===== src/verilog/uart_pkg.sv =====
package uart_pkg;

	// mode word, bus sees raw, cores see fields
	typedef union packed {
		logic [31:0] raw;
		struct packed {
			logic [15:0] reserved;
			logic [7:0]  baud_div;    // bit period minus one
			logic [1:0]  data_len;
			logic [1:0]  stop_len;
			logic        parity_en;
			logic [1:0]  parity_type;
			logic        enable;
		} f;
	} uart_mode_u;

	localparam logic [1:0] DLEN_8 = 2'd0;
	localparam logic [1:0] DLEN_7 = 2'd1;
	localparam logic [1:0] DLEN_6 = 2'd2;
	localparam logic [1:0] DLEN_5 = 2'd3;
	localparam logic [1:0] STOP_1 = 2'd0;   // anything else is two stop bits
	localparam logic [1:0] PAR_EVEN = 2'd0;
	localparam logic [1:0] PAR_ODD  = 2'd1;
	localparam logic [1:0] PAR_ONE  = 2'd2;
	localparam logic [1:0] PAR_ZERO = 2'd3;
	localparam int MIN_BAUD_DIV = 3;

	// frame FSM states, same in both cores
	localparam logic [2:0] FS_IDLE   = 3'd0;
	localparam logic [2:0] FS_START  = 3'd1;
	localparam logic [2:0] FS_DATA   = 3'd2;
	localparam logic [2:0] FS_PARITY = 3'd3;
	localparam logic [2:0] FS_STOP   = 3'd4;

	localparam int FIFO_ADDR_BITS = 4;
	localparam int FIFO_DEPTH = 1 << FIFO_ADDR_BITS;
	localparam int CNT_BITS = $clog2(FIFO_DEPTH + 1);   // holds 0..FIFO_DEPTH

	localparam int RX_IR_THRESHOLD = 12;
	localparam int RX_TIMEOUT_CYCLES = 2048;
	localparam int TIMEOUT_BITS = $clog2(RX_TIMEOUT_CYCLES);

	localparam int BUS_ADDR_BITS = 6;
	localparam logic [BUS_ADDR_BITS-1:0] ADDR_STATUS = 0;
	localparam logic [BUS_ADDR_BITS-1:0] ADDR_COUNT  = 1;
	localparam logic [BUS_ADDR_BITS-1:0] ADDR_MODE   = 2;
	localparam logic [BUS_ADDR_BITS-1:0] ADDR_DATA   = 3;

	localparam int ST_TX_EMPTY  = 0;
	localparam int ST_RX_AVAIL  = 1;
	localparam int ST_TX_OF     = 2;
	localparam int ST_RX_UF     = 3;
	localparam int ST_RX_OF     = 4;
	localparam int ST_RX_ERR    = 5;
	localparam int ST_TX_ACTIVE = 30;
	localparam int ST_RX_BUSY   = 31;

	function automatic logic [7:0] data_mask(input logic [1:0] len);
		case (len)
			DLEN_8: return 8'hff;
			DLEN_7: return 8'h7f;
			DLEN_6: return 8'h3f;
			DLEN_5: return 8'h1f;
		endcase
	endfunction

	// expects the byte already masked to the data length
	function automatic logic parity_bit(input logic [7:0] d, input logic [1:0] ptype);
		case (ptype)
			PAR_EVEN: return ^d;
			PAR_ODD:  return ~^d;
			PAR_ONE:  return 1'b1;
			PAR_ZERO: return 1'b0;
		endcase
	endfunction

endpackage


===== src/verilog/uart_cfg_if.sv =====
interface uart_cfg_if;
	logic [7:0] baud_div;
	logic [1:0] data_len;
	logic [1:0] stop_len;
	logic       parity_en;
	logic [1:0] parity_type;
	logic       enable;

	// register block drives, both cores only listen
	modport regs (
		output baud_div, data_len, stop_len, parity_en, parity_type, enable
	);
	modport core (
		input baud_div, data_len, stop_len, parity_en, parity_type, enable
	);
endinterface


===== src/verilog/byte_fifo.sv =====
module byte_fifo #(
	parameter int ADDR_BITS = uart_pkg::FIFO_ADDR_BITS
) (
	input  logic               clk,
	input  logic               rst,
	input  logic               clear_i,
	input  logic               push_i,
	input  logic [7:0]         din_i,
	input  logic               pop_i,
	output logic [7:0]         dout_o,
	output logic               full_o,
	output logic               empty_o,
	output logic [ADDR_BITS:0] count_o,
	output logic [ADDR_BITS:0] space_o
);

	logic [7:0]           mem [2**ADDR_BITS];
	logic [ADDR_BITS-1:0] wr_ptr;
	logic [ADDR_BITS-1:0] rd_ptr;
	logic [ADDR_BITS:0]   count;
	logic                 wr_en;
	logic                 rd_en;

	assign wr_en = push_i & ~full_o;   // push into full is lost
	assign rd_en = pop_i & ~empty_o;

	assign dout_o = mem[rd_ptr];  // head shows without a pop
	assign full_o = count[ADDR_BITS];  // top bit only set at full depth
	assign empty_o = (count == '0);
	assign count_o = count;
	assign space_o = {1'b1, {ADDR_BITS{1'b0}}} - count;

	always_ff @(posedge clk) begin
		if (wr_en)
			mem[wr_ptr] <= din_i;
	end

	always_ff @(posedge clk) begin
		if (rst || clear_i) begin
			wr_ptr <= '0;
			rd_ptr <= '0;
			count <= '0;
		end else begin
			if (wr_en)
				wr_ptr <= wr_ptr + 1'b1;
			if (rd_en)
				rd_ptr <= rd_ptr + 1'b1;
			case ({wr_en, rd_en})
				2'b10: count <= count + 1'b1;
				2'b01: count <= count - 1'b1;
				default: count <= count;  // both or neither
			endcase
		end
	end

endmodule


===== src/verilog/uart_tx.sv =====
module uart_tx (
	input  logic       clk,
	input  logic       rst,
	uart_cfg_if.core   cfg,
	input  logic       empty_i,
	input  logic [7:0] byte_i,
	output logic       ack_o,
	output logic       tx_o
);
	import uart_pkg::*;

	logic [2:0] state;
	logic [7:0] cnt;      // cycles into the current bit
	logic [7:0] shreg;
	logic [2:0] bit_idx;
	logic       par_q;
	logic       stop2_q;  // second stop bit still to go
	logic       line_q;
	logic       tick;
	logic       two_stop;
	logic [7:0] head_masked;

	assign tick = (cnt == cfg.baud_div);
	assign two_stop = (cfg.stop_len != STOP_1);
	assign head_masked = byte_i & data_mask(cfg.data_len);

	// head byte is latched on the same edge that pops it
	assign ack_o = (state == FS_IDLE) & cfg.enable & ~empty_i;
	assign tx_o = line_q | ~cfg.enable;  // line idles high when disabled

	always_ff @(posedge clk) begin
		if (rst) begin
			state <= FS_IDLE;
			cnt <= '0;
			bit_idx <= '0;
			stop2_q <= 1'b0;
			line_q <= 1'b1;
		end else if (!cfg.enable) begin
			state <= FS_IDLE;
			cnt <= '0;
			line_q <= 1'b1;
		end else begin
			cnt <= tick ? 8'd0 : cnt + 8'd1;
			case (state)
				FS_IDLE: begin
					cnt <= '0;
					if (!empty_i) begin
						shreg <= head_masked;
						par_q <= parity_bit(head_masked, cfg.parity_type);
						line_q <= 1'b0;  // start bit
						state <= FS_START;
					end
				end
				FS_START: if (tick) begin
					line_q <= shreg[0];
					shreg <= shreg >> 1;
					bit_idx <= '0;
					state <= FS_DATA;
				end
				FS_DATA: if (tick) begin
					if (bit_idx == 3'd7 - cfg.data_len) begin
						stop2_q <= two_stop;
						if (cfg.parity_en) begin
							line_q <= par_q;
							state <= FS_PARITY;
						end else begin
							line_q <= 1'b1;
							state <= FS_STOP;
						end
					end else begin
						line_q <= shreg[0];  // lsb first
						shreg <= shreg >> 1;
						bit_idx <= bit_idx + 3'd1;
					end
				end
				FS_PARITY: if (tick) begin
					line_q <= 1'b1;
					state <= FS_STOP;
				end
				FS_STOP: if (tick) begin
					if (stop2_q)
						stop2_q <= 1'b0;
					else
						state <= FS_IDLE;
				end
				default: state <= FS_IDLE;
			endcase
		end
	end

endmodule


===== src/verilog/uart_rx.sv =====
module uart_rx (
	input  logic       clk,
	input  logic       rst,
	input  logic       rx_i,
	uart_cfg_if.core   cfg,
	output logic [7:0] byte_o,
	output logic       ack_o,
	output logic       err_o,
	output logic       busy_o
);
	import uart_pkg::*;

	logic       rx_s1, rx_s2, rx_q;
	logic [2:0] state;
	logic [7:0] cnt;
	logic [7:0] shreg;    // bits enter from the top
	logic [2:0] bit_idx;
	logic       par_q;    // sampled parity bit
	logic       stop_bad;
	logic       stop2_q;
	logic       tick;
	logic       half;
	logic       two_stop;
	logic [7:0] rx_data;
	logic       frame_bad;

	assign tick = (cnt == cfg.baud_div);
	assign half = (cnt == (cfg.baud_div >> 1));
	assign two_stop = (cfg.stop_len != STOP_1);
	assign rx_data = shreg >> cfg.data_len;  // align to bit 0, upper bits zero
	assign frame_bad = stop_bad | ~rx_s2
		| (cfg.parity_en & (par_q != parity_bit(rx_data, cfg.parity_type)));
	assign busy_o = (state != FS_IDLE);

	// two flop sync plus one more for edge detect
	always_ff @(posedge clk) begin
		if (rst) begin
			rx_s1 <= 1'b1;
			rx_s2 <= 1'b1;
			rx_q <= 1'b1;
		end else begin
			rx_s1 <= rx_i;
			rx_s2 <= rx_s1;
			rx_q <= rx_s2;
		end
	end

	always_ff @(posedge clk) begin
		if (rst) begin
			state <= FS_IDLE;
			cnt <= '0;
			bit_idx <= '0;
			stop_bad <= 1'b0;
			stop2_q <= 1'b0;
			ack_o <= 1'b0;
			err_o <= 1'b0;
		end else begin
			ack_o <= 1'b0;
			err_o <= 1'b0;
			cnt <= tick ? 8'd0 : cnt + 8'd1;
			if (!cfg.enable) begin
				state <= FS_IDLE;
				cnt <= '0;
			end else begin
				case (state)
					FS_IDLE: begin
						cnt <= '0;
						if (rx_q && !rx_s2)
							state <= FS_START;
					end
					FS_START: begin
						cnt <= cnt + 8'd1;
						if (half) begin
							cnt <= '0;
							bit_idx <= '0;
							// line back high means a glitch
							state <= rx_s2 ? FS_IDLE : FS_DATA;
						end
					end
					FS_DATA: if (tick) begin
						shreg <= {rx_s2, shreg[7:1]};
						bit_idx <= bit_idx + 3'd1;
						if (bit_idx == 3'd7 - cfg.data_len) begin
							stop_bad <= 1'b0;
							stop2_q <= two_stop;
							state <= cfg.parity_en ? FS_PARITY : FS_STOP;
						end
					end
					FS_PARITY: if (tick) begin
						par_q <= rx_s2;
						state <= FS_STOP;
					end
					FS_STOP: if (tick) begin
						if (stop2_q) begin
							stop2_q <= 1'b0;
							stop_bad <= ~rx_s2;
						end else begin
							state <= FS_IDLE;
							if (frame_bad) begin
								err_o <= 1'b1;  // byte is dropped
							end else begin
								ack_o <= 1'b1;
								byte_o <= rx_data;
							end
						end
					end
					default: state <= FS_IDLE;
				endcase
			end
		end
	end

endmodule


===== src/verilog/uart_regs.sv =====
module uart_regs (
	input  logic                              clk,
	input  logic                              rst,
	input  logic                              cs_i,
	input  logic                              we_i,
	input  logic [uart_pkg::BUS_ADDR_BITS-1:0] addr_i,
	input  logic [3:0]                        sel_i,
	input  logic [31:0]                       wdata_i,
	output logic [31:0]                       rdata_o,
	output logic                              ack_o,
	uart_cfg_if.regs                          cfg,
	output logic                              tx_push_o,
	output logic [7:0]                        tx_byte_o,
	output logic                              rx_pop_o,
	output logic                              fifo_clear_o,
	output logic                              irq_o,
	input  logic                              tx_full_i,
	input  logic                              tx_empty_i,
	input  logic [uart_pkg::CNT_BITS-1:0]     tx_space_i,
	input  logic                              rx_full_i,
	input  logic                              rx_empty_i,
	input  logic [uart_pkg::CNT_BITS-1:0]     rx_count_i,
	input  logic [7:0]                        rx_byte_i,
	input  logic                              tx_ack_i,
	input  logic                              rx_ack_i,
	input  logic                              rx_err_i,
	input  logic                              rx_busy_i
);
	import uart_pkg::*;

	uart_mode_u mode;
	logic access;
	logic data_acc;
	logic mode_wr;
	logic [31:0] status;
	logic tx_of_q, rx_uf_q, rx_of_q, rx_err_q;
	logic [CNT_BITS-1:0] rx_count_q;
	logic [TIMEOUT_BITS-1:0] idle_cnt;   // cycles with RX data and no pop
	logic ir_tx_empty, ir_rx_thr, ir_err, ir_timeout, ir_tx_of, ir_rx_of, ir_rx_uf;

	assign access = cs_i & ~ack_o;
	assign data_acc = access && (addr_i == ADDR_DATA);
	assign mode_wr = access && we_i && (addr_i == ADDR_MODE);

	// FIFOs empty on the same edge that loads the new mode
	assign fifo_clear_o = mode_wr;

	// divisors below the minimum are raised to it
	assign cfg.baud_div = (mode.f.baud_div < 8'(MIN_BAUD_DIV)) ? 8'(MIN_BAUD_DIV)
		: mode.f.baud_div;
	assign cfg.data_len = mode.f.data_len;
	assign cfg.stop_len = mode.f.stop_len;
	assign cfg.parity_en = mode.f.parity_en;
	assign cfg.parity_type = mode.f.parity_type;
	assign cfg.enable = mode.f.enable;

	always_ff @(posedge clk) begin
		if (rst) begin
			ack_o <= 1'b0;
			tx_push_o <= 1'b0;
			rx_pop_o <= 1'b0;
			mode.raw <= '0;
		end else begin
			ack_o <= access;
			tx_push_o <= data_acc & we_i;
			rx_pop_o <= data_acc & ~we_i;   // pops during the ack cycle
			if (mode_wr) begin
				for (int i = 0; i < 4; i++)
					if (sel_i[i])
						mode.raw[8*i +: 8] <= wdata_i[8*i +: 8];
			end
		end
	end

	always_ff @(posedge clk) begin
		if (access) begin
			tx_byte_o <= wdata_i[7:0];  // sel_i ignored for data
			case (addr_i)
				ADDR_STATUS: rdata_o <= status;
				ADDR_COUNT:  rdata_o <= {16'(rx_count_i), 16'(tx_space_i)};
				ADDR_MODE:   rdata_o <= mode.raw;
				ADDR_DATA:   rdata_o <= {24'h0, rx_byte_i};
				default:     rdata_o <= '0;
			endcase
		end
	end

	always_comb begin
		status = '0;
		status[ST_TX_EMPTY] = tx_empty_i;
		status[ST_RX_AVAIL] = ~rx_empty_i;
		status[ST_TX_OF] = tx_of_q;
		status[ST_RX_UF] = rx_uf_q;
		status[ST_RX_OF] = rx_of_q;
		status[ST_RX_ERR] = rx_err_q;
		status[ST_TX_ACTIVE] = mode.f.enable & ~tx_empty_i;
		status[ST_RX_BUSY] = rx_busy_i;
	end

	// event terms, each also feeds the interrupt
	assign ir_tx_of = tx_push_o & tx_full_i;
	assign ir_rx_of = rx_ack_i & rx_full_i;
	assign ir_rx_uf = rx_pop_o & rx_empty_i;
	assign ir_err = rx_err_i;
	// last byte leaving the TX FIFO
	assign ir_tx_empty = tx_ack_i & ~tx_push_o & (tx_space_i == CNT_BITS'(FIFO_DEPTH - 1));
	assign ir_rx_thr = (rx_count_i == CNT_BITS'(RX_IR_THRESHOLD))
		&& (rx_count_q != CNT_BITS'(RX_IR_THRESHOLD));
	assign ir_timeout = (idle_cnt == TIMEOUT_BITS'(RX_TIMEOUT_CYCLES - 1))
		& ~rx_empty_i & ~rx_pop_o;

	always_ff @(posedge clk) begin
		if (rst || fifo_clear_o) begin
			tx_of_q <= 1'b0;
			rx_uf_q <= 1'b0;
			rx_of_q <= 1'b0;
			rx_err_q <= 1'b0;
		end else begin
			if (ir_tx_of)
				tx_of_q <= 1'b1;
			if (ir_rx_uf)
				rx_uf_q <= 1'b1;
			if (ir_rx_of)
				rx_of_q <= 1'b1;
			if (ir_err)
				rx_err_q <= 1'b1;
		end
	end

	always_ff @(posedge clk) begin
		if (rst) begin
			rx_count_q <= '0;
			idle_cnt <= '0;
			irq_o <= 1'b0;
		end else begin
			rx_count_q <= rx_count_i;
			if (rx_empty_i || rx_pop_o)
				idle_cnt <= '0;
			else
				idle_cnt <= idle_cnt + 1'b1;  // wraps, so the timeout repeats
			irq_o <= ir_tx_empty | ir_rx_thr | ir_err | ir_timeout
				| ir_tx_of | ir_rx_of | ir_rx_uf;
		end
	end

endmodule


===== src/verilog/wb_uart.sv =====
module wb_uart (
	input  logic                              clk,
	input  logic                              rst,
	input  logic                              rx_i,
	input  logic                              cs_i,
	input  logic                              we_i,
	input  logic [uart_pkg::BUS_ADDR_BITS-1:0] addr_i,
	input  logic [3:0]                        sel_i,
	input  logic [31:0]                       wdata_i,
	output logic [31:0]                       rdata_o,
	output logic                              ack_o,
	output logic                              tx_o,
	output logic                              irq_o
);
	import uart_pkg::*;

	logic                tx_push, tx_ack, tx_full, tx_empty;
	logic [7:0]          tx_byte, tx_head;
	logic [CNT_BITS-1:0] tx_space;
	logic                rx_ack, rx_err, rx_busy, rx_pop, rx_full, rx_empty;
	logic [7:0]          rx_byte, rx_head;
	logic [CNT_BITS-1:0] rx_count;
	logic                fifo_clear;

	uart_cfg_if cfg_if ();

	uart_regs u_regs (
		.clk(clk), .rst(rst),
		.cs_i(cs_i), .we_i(we_i), .addr_i(addr_i), .sel_i(sel_i), .wdata_i(wdata_i),
		.rdata_o(rdata_o), .ack_o(ack_o),
		.cfg(cfg_if),
		.tx_push_o(tx_push), .tx_byte_o(tx_byte), .rx_pop_o(rx_pop),
		.fifo_clear_o(fifo_clear), .irq_o(irq_o),
		.tx_full_i(tx_full), .tx_empty_i(tx_empty), .tx_space_i(tx_space),
		.rx_full_i(rx_full), .rx_empty_i(rx_empty), .rx_count_i(rx_count),
		.rx_byte_i(rx_head), .tx_ack_i(tx_ack), .rx_ack_i(rx_ack),
		.rx_err_i(rx_err), .rx_busy_i(rx_busy)
	);

	// tx_ack doubles as the FIFO pop
	byte_fifo #(.ADDR_BITS(FIFO_ADDR_BITS)) tx_fifo (
		.clk(clk), .rst(rst), .clear_i(fifo_clear),
		.push_i(tx_push), .din_i(tx_byte), .pop_i(tx_ack),
		.dout_o(tx_head), .full_o(tx_full), .empty_o(tx_empty),
		.count_o(), .space_o(tx_space)
	);

	uart_tx u_tx (
		.clk(clk), .rst(rst), .cfg(cfg_if),
		.empty_i(tx_empty), .byte_i(tx_head), .ack_o(tx_ack), .tx_o(tx_o)
	);

	uart_rx u_rx (
		.clk(clk), .rst(rst), .rx_i(rx_i), .cfg(cfg_if),
		.byte_o(rx_byte), .ack_o(rx_ack), .err_o(rx_err), .busy_o(rx_busy)
	);

	byte_fifo #(.ADDR_BITS(FIFO_ADDR_BITS)) rx_fifo (
		.clk(clk), .rst(rst), .clear_i(fifo_clear),
		.push_i(rx_ack), .din_i(rx_byte), .pop_i(rx_pop),
		.dout_o(rx_head), .full_o(rx_full), .empty_o(rx_empty),
		.count_o(rx_count), .space_o()
	);

endmodule


===== config.mk =====
export PLATFORM = sky130hd
export DESIGN_NAME = wb_uart
export DESIGN_NICKNAME = d
export VERILOG_FILES = /design/src/verilog/uart_pkg.sv /design/src/verilog/uart_cfg_if.sv /design/src/verilog/byte_fifo.sv /design/src/verilog/uart_tx.sv /design/src/verilog/uart_rx.sv /design/src/verilog/uart_regs.sv /design/src/verilog/wb_uart.sv
export SDC_FILE = /design/constraint.sdc
export NUM_CORES = 1
export LEC_CHECK = 0
export BUFFER_PORTS_ARGS = -buffer_cell sky130_fd_sc_hd__buf_2
export CAP_MARGIN = 20
export CORE_ASPECT_RATIO = 1.4
export CORE_MARGIN = 2
export CORE_UTILIZATION = 30
export DETAILED_ROUTE_END_ITERATION = 16
export MAX_ROUTING_LAYER = met4
export PLACE_DENSITY_LB_ADDON = 0.1
export SLEW_MARGIN = 20
export SYNTH_ARGS = -nofsm -noshare
export SYNTH_HDL_FRONTEND = slang
export SYNTH_SLANG_ARGS = --single-unit
export TNS_END_PERCENT = 100

===== constraint.sdc =====
create_clock -name clk -period 3.8 [get_ports clk]
set_input_delay 0.38 -clock clk [delete_from_list [all_inputs] [get_ports clk]]
set_output_delay 0.38 -clock clk [all_outputs]
set_load 0.02 [all_outputs]

==> results of run 1 <==
[through the flow]
step / setup WS, ns / power (mW) / utilization
floorplan: 0.179 / 5.43 / -
global placement: 0.638 / 5.52 / 0.327
detailed placement: 0.581 / 5.52 / 0.327
CTS: 0.550 / 9.97 / 0.352
global route: 0.278 / 10.1 / 0.352
finish: 0.584 / 9.80 / 0.352
[per-layer routing]
layer  GRT usage  vias up  wire length (um)
met1       0.175     5476             19600
met4      0.0360        0               860
met2       0.263      160             24500
met3      0.0226       63              1400
met5           -        -                 0
li1            -     5216                 -
[layout make-up]
class                      instances  area, sq um
fill                            6056        40100
sequential                       449        12200
multi-input combinational        789         6090
clock buffer                      56         1230
tap                              825         1030
timing repair buffer             139          881
clock inverter                    31          228
inverter                          26         97.6
[worst paths after layout]
path / endpoint / cells past startpoint / startpoint
worst min register to register: u_rx.rx_s2 / 1 / u_rx.rx_s1
worst min-delay path: u_regs.tx_byte_o[2] / 1 / wdata_i[2]
worst max register to register: tx_fifo.count_o[4] / 14 / tx_fifo.count_o[0]
worst max-delay path: tx_fifo.count_o[4] / 14 / tx_fifo.count_o[0]
[report_power, final]
| part | internal [mW] | switching, mW |
|---|---|---|
| combinational | 0.0466 | 0.100 |
| clock | 2.45 | 1.93 |
| sequential | 5.24 | 0.0325 |
| total | 7.74 | 2.06 |
[sequential cells by signal, indices dropped and copies added, names as in the netlist, 11 cells and up, named ones only]
register and cells:
rx_fifo.mem 128, tx_fifo.mem 128, u_regs.mode 32, u_regs.rdata_o 32
u_regs.idle_cnt 11
[synthesized netlist by cell type, drive strengths merged, types with 6 or more instances]
cell    number  share of area
dfxtp      127           0.14
nand3       54          0.014
xnor2       31          0.015
a21oi       79          0.021
or4          6         0.0026
mux4        70          0.084
and2         9         0.0031
nor2b       20         0.0067
nor3        20         0.0053
xor2        47          0.022
buf         30          0.010
a31oi        8         0.0035
nand2b      14         0.0047
ha          26          0.017
mux2         7         0.0042
and3        27         0.0090
nand2       86          0.017
nor2       132          0.026
clkbuf      52          0.010
a22oi       18         0.0072
mux2i       29          0.015
a211oi      11         0.0044
or3          6         0.0020
nand4       11         0.0037
inv         26         0.0052
o21ai       18         0.0048
edfxtp     322           0.52
nor4         8         0.0035
[worst max-delay path: cells and delay by family (launching register included)]
| kind | cells | cell delay (ns) |
|---|---|---|
| compound gates | 3 | 0.48 |
| simple gates | 4 | 0.78 |
| fa+ha+maj | 4 | 1.14 |
| buf+inv | 2 | 0.17 |
| flops | 1 | 0.49 |
| xor+xnor | 1 | 0.09 |
[cells by family after synthesis]
group                      count (synthesis)  share of synthesized area
and+or+nand+nor                          413                      0.107
adders and majority gates                 28                     0.0195
xor gates and xnor gates                  80                     0.0392
buffers and inverters                    108                     0.0260
muxes                                    106                      0.104
DFF                                      449                      0.651
AOI/OAI and AO/OA                        162                     0.0543
[timing repair]
item / CTS / global route
buffers inserted: 0 / 0
hold buffers: 6 / 0
endpoints found under the hold margin: 7 / 0
endpoints found under the setup margin: 0 / 0
==> impl_metrics.json, run 1 <==
{
  "grt-ovfl-total": 0,
  "outcome": "completed",
  "syn_inst": 1346,
  "drive_gt1_frac": 0.199,
  "dr.first_iter.drc_count": 684,
  "clk_latency_ns": 0.58,
  "die_area_sq_mm": 0.0646,
  "cts_sinks": 449,
  "rows": 108,
  "grt_pass1_vias": 11200,
  "synth_cell_types": 67,
  "diodes": 0,
  "vias": 10900,
  "antenna_found_initial": 0,
  "path_common_cell": "ha_1",
  "worst_ep_required_time_ns": 4.29,
  "rsz0062_at_grt": "no",
  "core_area_sq_mm": 0.0619,
  "tightest_slew_ns": 1.02,
  "cap_violations": 0,
  "post-route-drc-count": 0,
  "ant_nets": 0,
  "postCtsResizedCells": 0,
  "fp.dieH_um": 300,
  "crit_type": "flop to flop",
  "die_width_um": 215,
  "path_cells": "inv_1 -> ha_1 -> nor3b_1 -> ha_1 -> inv_1 -> nand2_1 -> nor4_2 -> ha_1 -> ha_1 -> a21o_1 -> a21oi_1 -> xor2_1 -> or3_1 -> a21oi_1",
  "slowest_delay_ns": 0.49,
  "setup_tns_ns": 0,
  "drv_slew": 0,
  "cts.htree.levels": 2,
  "syn_to_final_growth_pct": 16.0,
  "syn_area_sq_mm": 0.0188,
  "syn_area_per_cell_sq_um": 13.9,
  "slew_headroom": 0.311,
  "clock-root-buffer": "clkbuf_16",
  "place_hpwl_um": 32100,
  "seq_area_frac_synth": 0.651,
  "hold-worst-slack_ns": 0.0372,
  "stdcell_count": 2315,
  "setup_viol": 0,
  "place_inst": 2222,
  "tritoncts": "built",
  "period_needed_ns": 3.22,
  "yosys_register_bits": 449,
  "clk_path_buf_depth": 3,
  "drtPass1Iterations": 5,
  "startpoint_type": "flop",
  "grtUsageTotal": 0.148,
  "dpl-instance-area_sq_mm": 0.0203,
  "synth_ff_type": "edfxtp_1",
  "ioPinCount": 82,
  "final_nets": 1527,
  "gp_congestion": 0.763,
  "cp_slowest_cell": "dfxtp_1",
  "cp-end-kind": "flop",
  "vias_per_cell": 4.71,
  "timing.final.crit_share": 0.846,
  "leakage_nw": 7.29,
  "cts_buffers": 47,
  "design_area_sq_mm": 0.0218,
  "layout_common_cells": "edfxtp_1 (322), nor2_1 (132), dfxtp_1 (125)",
  "worst_clock_skew_ns": 0.0288,
  "path_max_fanout": 7,
  "synthesis.nets": 1421,
  "grt_pass1_wl_um": 70400,
  "wire_per_inst_um": 20.0,
  "ys.warnings.count": 0,
  "synth_edf_count": 322,
  "start_util": 0.303,
  "arrival_ns": 3.71,
  "path_clk_slew_ns": 0.06,
  "routed_wl_um": 46300,
  "min_path_type": "primary input to flop",
  "io_buffers": 81,
  "hold_viol_final": 0,
  "final_common_cell": "edfxtp_1",
  "p_per_area_mw_per_mm2": 450,
  "r2r_slack_ns": 0.58,
  "grt_max_degree": 55,
  "vdd_ir_drop_max_v": 0.000334,
  "async_flop_share": 0,
  "fmax_ghz": 0.311
}
Power figures use the tool's default switching activity.
==> run 2: changes to the inputs <==
==> constraint.sdc (replaced) <==
create_clock -name clk -period 3.2 [get_ports clk]
set_input_delay 0.32 -clock clk [delete_from_list [all_inputs] [get_ports clk]]
set_output_delay 0.32 -clock clk [all_outputs]
set_load 0.02 [all_outputs]
==> impl_metrics.json, run 2 (synthesis gave the netlist of run 1 again) <==
{
  "cp-end-kind": "flop",
  "post-route-drc-count": 0,
  "design_area_sq_mm": 0.0223,
  "clk_latency_ns": 0.59,
  "worst_clock_skew_ns": 0.0299,
  "cap_violations": 0,
  "die_width_um": 215,
  "cts.htree.levels": 2,
  "fmax_ghz": 0.345,
  "cts_sinks": 449,
  "holdPathStages": 3,
  "path_cells": "inv_1 -> ha_1 -> nor3b_2 -> ha_1 -> inv_1 -> nand2_1 -> nor4_4 -> ha_2 -> ha_1 -> a21o_1 -> a21oi_1 -> xor2_1 -> or3_1 -> a21oi_1",
  "rr_worst_depth": 14,
  "start_util": 0.303,
  "cp_slowest_cell": "dfxtp_2",
  "rr_startpoint": "tx_fifo.count_o[1]",
  "hold_path_end": "u_regs.mode[30]",
  "drv_slew": 0,
  "hold-worst-slack_ns": 0.0545,
  "slowest_delay_ns": 0.36,
  "min_path_type": "primary input to flop",
  "utilization": 0.360,
  "grt_pass1_wl_um": 72200,
  "clock-root-buffer": "clkbuf_16",
  "slew_headroom": 0.412,
  "arrival_ns": 3.41,
  "crit_buf_inv": 2,
  "stdcell_count": 2363,
  "core_area_sq_mm": 0.0619,
  "diodes": 0,
  "grt-ovfl-total": 0,
  "wire_per_inst_um": 19.9,
  "cpLargestDelayFamily": "adder cells",
  "final_common_cell": "edfxtp_1",
  "cts_buffers": 47,
  "rsz0062_at_grt": "no",
  "vias": 11200,
  "rows": 108,
  "tritoncts": "built",
  "min-delay-start": "wdata_i[30]",
  "r2r-end": "tx_fifo.count_o[4]",
  "clk_path_buf_depth": 3,
  "crit_type": "flop to flop",
  "fillers": 6096,
  "io_buffers": 81,
  "place_inst": 2243,
  "drtPass1Iterations": 5,
  "setup_tns_ns": 0,
  "grt_pass1_vias": 11700,
  "antenna_found_initial": 1,
  "path_max_fanout": 5,
  "gp_congestion": 0.788,
  "r2r_slack_ns": 0.30,
  "worst_ep_required_time_ns": 3.71,
  "path_common_cell": "ha_1",
  "ioPinCount": 82,
  "path_clk_slew_ns": 0.06,
  "dr.first_iter.drc_count": 764,
  "syn_to_final_growth_pct": 18.8,
  "drive_gt1_frac": 0.208,
  "die_area_sq_mm": 0.0646,
  "p_per_area_mw_per_mm2": 533,
  "vias_per_cell": 4.72,
  "reg_top3": "rx_fifo.mem (128), tx_fifo.mem (128)",
  "place_hpwl_um": 32000,
  "setup_viol": 0,
  "dpl-instance-area_sq_mm": 0.0204,
  "leakage_nw": 7.54,
  "grtUsageTotal": 0.151,
  "tightest_slew_ns": 0.879,
  "hold_viol_final": 0,
  "startpoint_type": "flop",
  "layout_common_cells": "edfxtp_1 (322), nor2_1 (132), dfxtp_1 (124)",
  "timing.final.crit_share": 0.906,
  "outcome": "completed",
  "grt_max_degree": 42,
  "final_nets": 1576,
  "routed_wl_um": 47100,
  "vdd_ir_drop_max_v": 0.000399,
  "fp.dieH_um": 300,
  "period_needed_ns": 2.90,
  "ant_nets": 0
}
run 2: changes by cell type in the layout (fill, tap and decap cells not counted), moves of 3 or more:
cell | before | now
dlygate4sd3_1 | 6 | 33
buf_4 | 50 | 70
clkbuf_1 | 7 | 12
clkinv_2 | 14 | 9
clkinv_1 | 9 | 6
run 2: how the worst max path moves through the flow:
| stage | start | endpoint | slack (ns) | cells past startpoint |
|---|---|---|---|---|
| finish | tx_fifo.count_o[1] | tx_fifo.count_o[4] | 0.30 | 14 |
| global route | tx_fifo.count_o[1] | tx_fifo.count_o[4] | 0.07 | 14 |
| CTS | tx_fifo.count_o[1] | tx_fifo.count_o[4] | 0.09 | 14 |
| detailed placement | tx_fifo.count_o[1] | tx_fifo.count_o[4] | 0.11 | 14 |
| global placement | tx_fifo.count_o[1] | tx_fifo.count_o[4] | 0.22 | 14 |
| floorplan | tx_fifo.count_o[0] | tx_fifo.count_o[4] | 0.02 | 14 |
run 2: tightest hold or removal path, delay by kind of cell:
| family | cells | cell delay, ns |
|---|---|---|
| AND/OR/NAND/NOR | 1 | 0.09 |
| AO/OA/AOI/OAI | 1 | 0.07 |
| buffers and inverters | 1 | 0.10 |
run 2: metal layers:
layer,share of wire,up-vias,track usage
met5,0,-,-
met4,0.019,0,0.0368
met3,0.032,58,0.0243
met2,0.52,143,0.262
met1,0.43,5615,0.183
li1,-,5334,-
run 2: stage by stage:
step	setup slack [ns]	power, mW
floorplan	0.0238	6.45
global placement	0.217	6.55
detailed placement	0.106	6.55
CTS	0.0897	12.1
global route	0.0674	12.3
finish	0.301	11.9
run 2: timing repair:
| action | CTS | global route |
|---|---|---|
| endpoints found under the hold margin | 38 | 0 |
| buffers inserted | 0 | 1 |
| resized for setup | 0 | 4 |
| endpoints found under the setup margin | 0 | 2 |
| hold buffers | 33 | 0 |
run 2: layout make-up:
| type | count | area, sq um | area share |
|---|---|---|---|
| well taps | 825 | 1030 | 0.0463 |
| repair buffers | 188 | 1340 | 0.0602 |
| inverters | 26 | 97.6 | 0.00438 |
| multi-input cells | 789 | 6110 | 0.274 |
| clock buffers | 61 | 1250 | 0.0560 |
| clock inverters | 25 | 246 | 0.0111 |
| flip-flops and latches | 449 | 12200 | 0.548 |
run 2: where the power goes:
part           internal [mW]  switching, mW
clock network           3.09           2.34
logic                 0.0770          0.124
registers               6.22         0.0382
total                   9.38           2.50
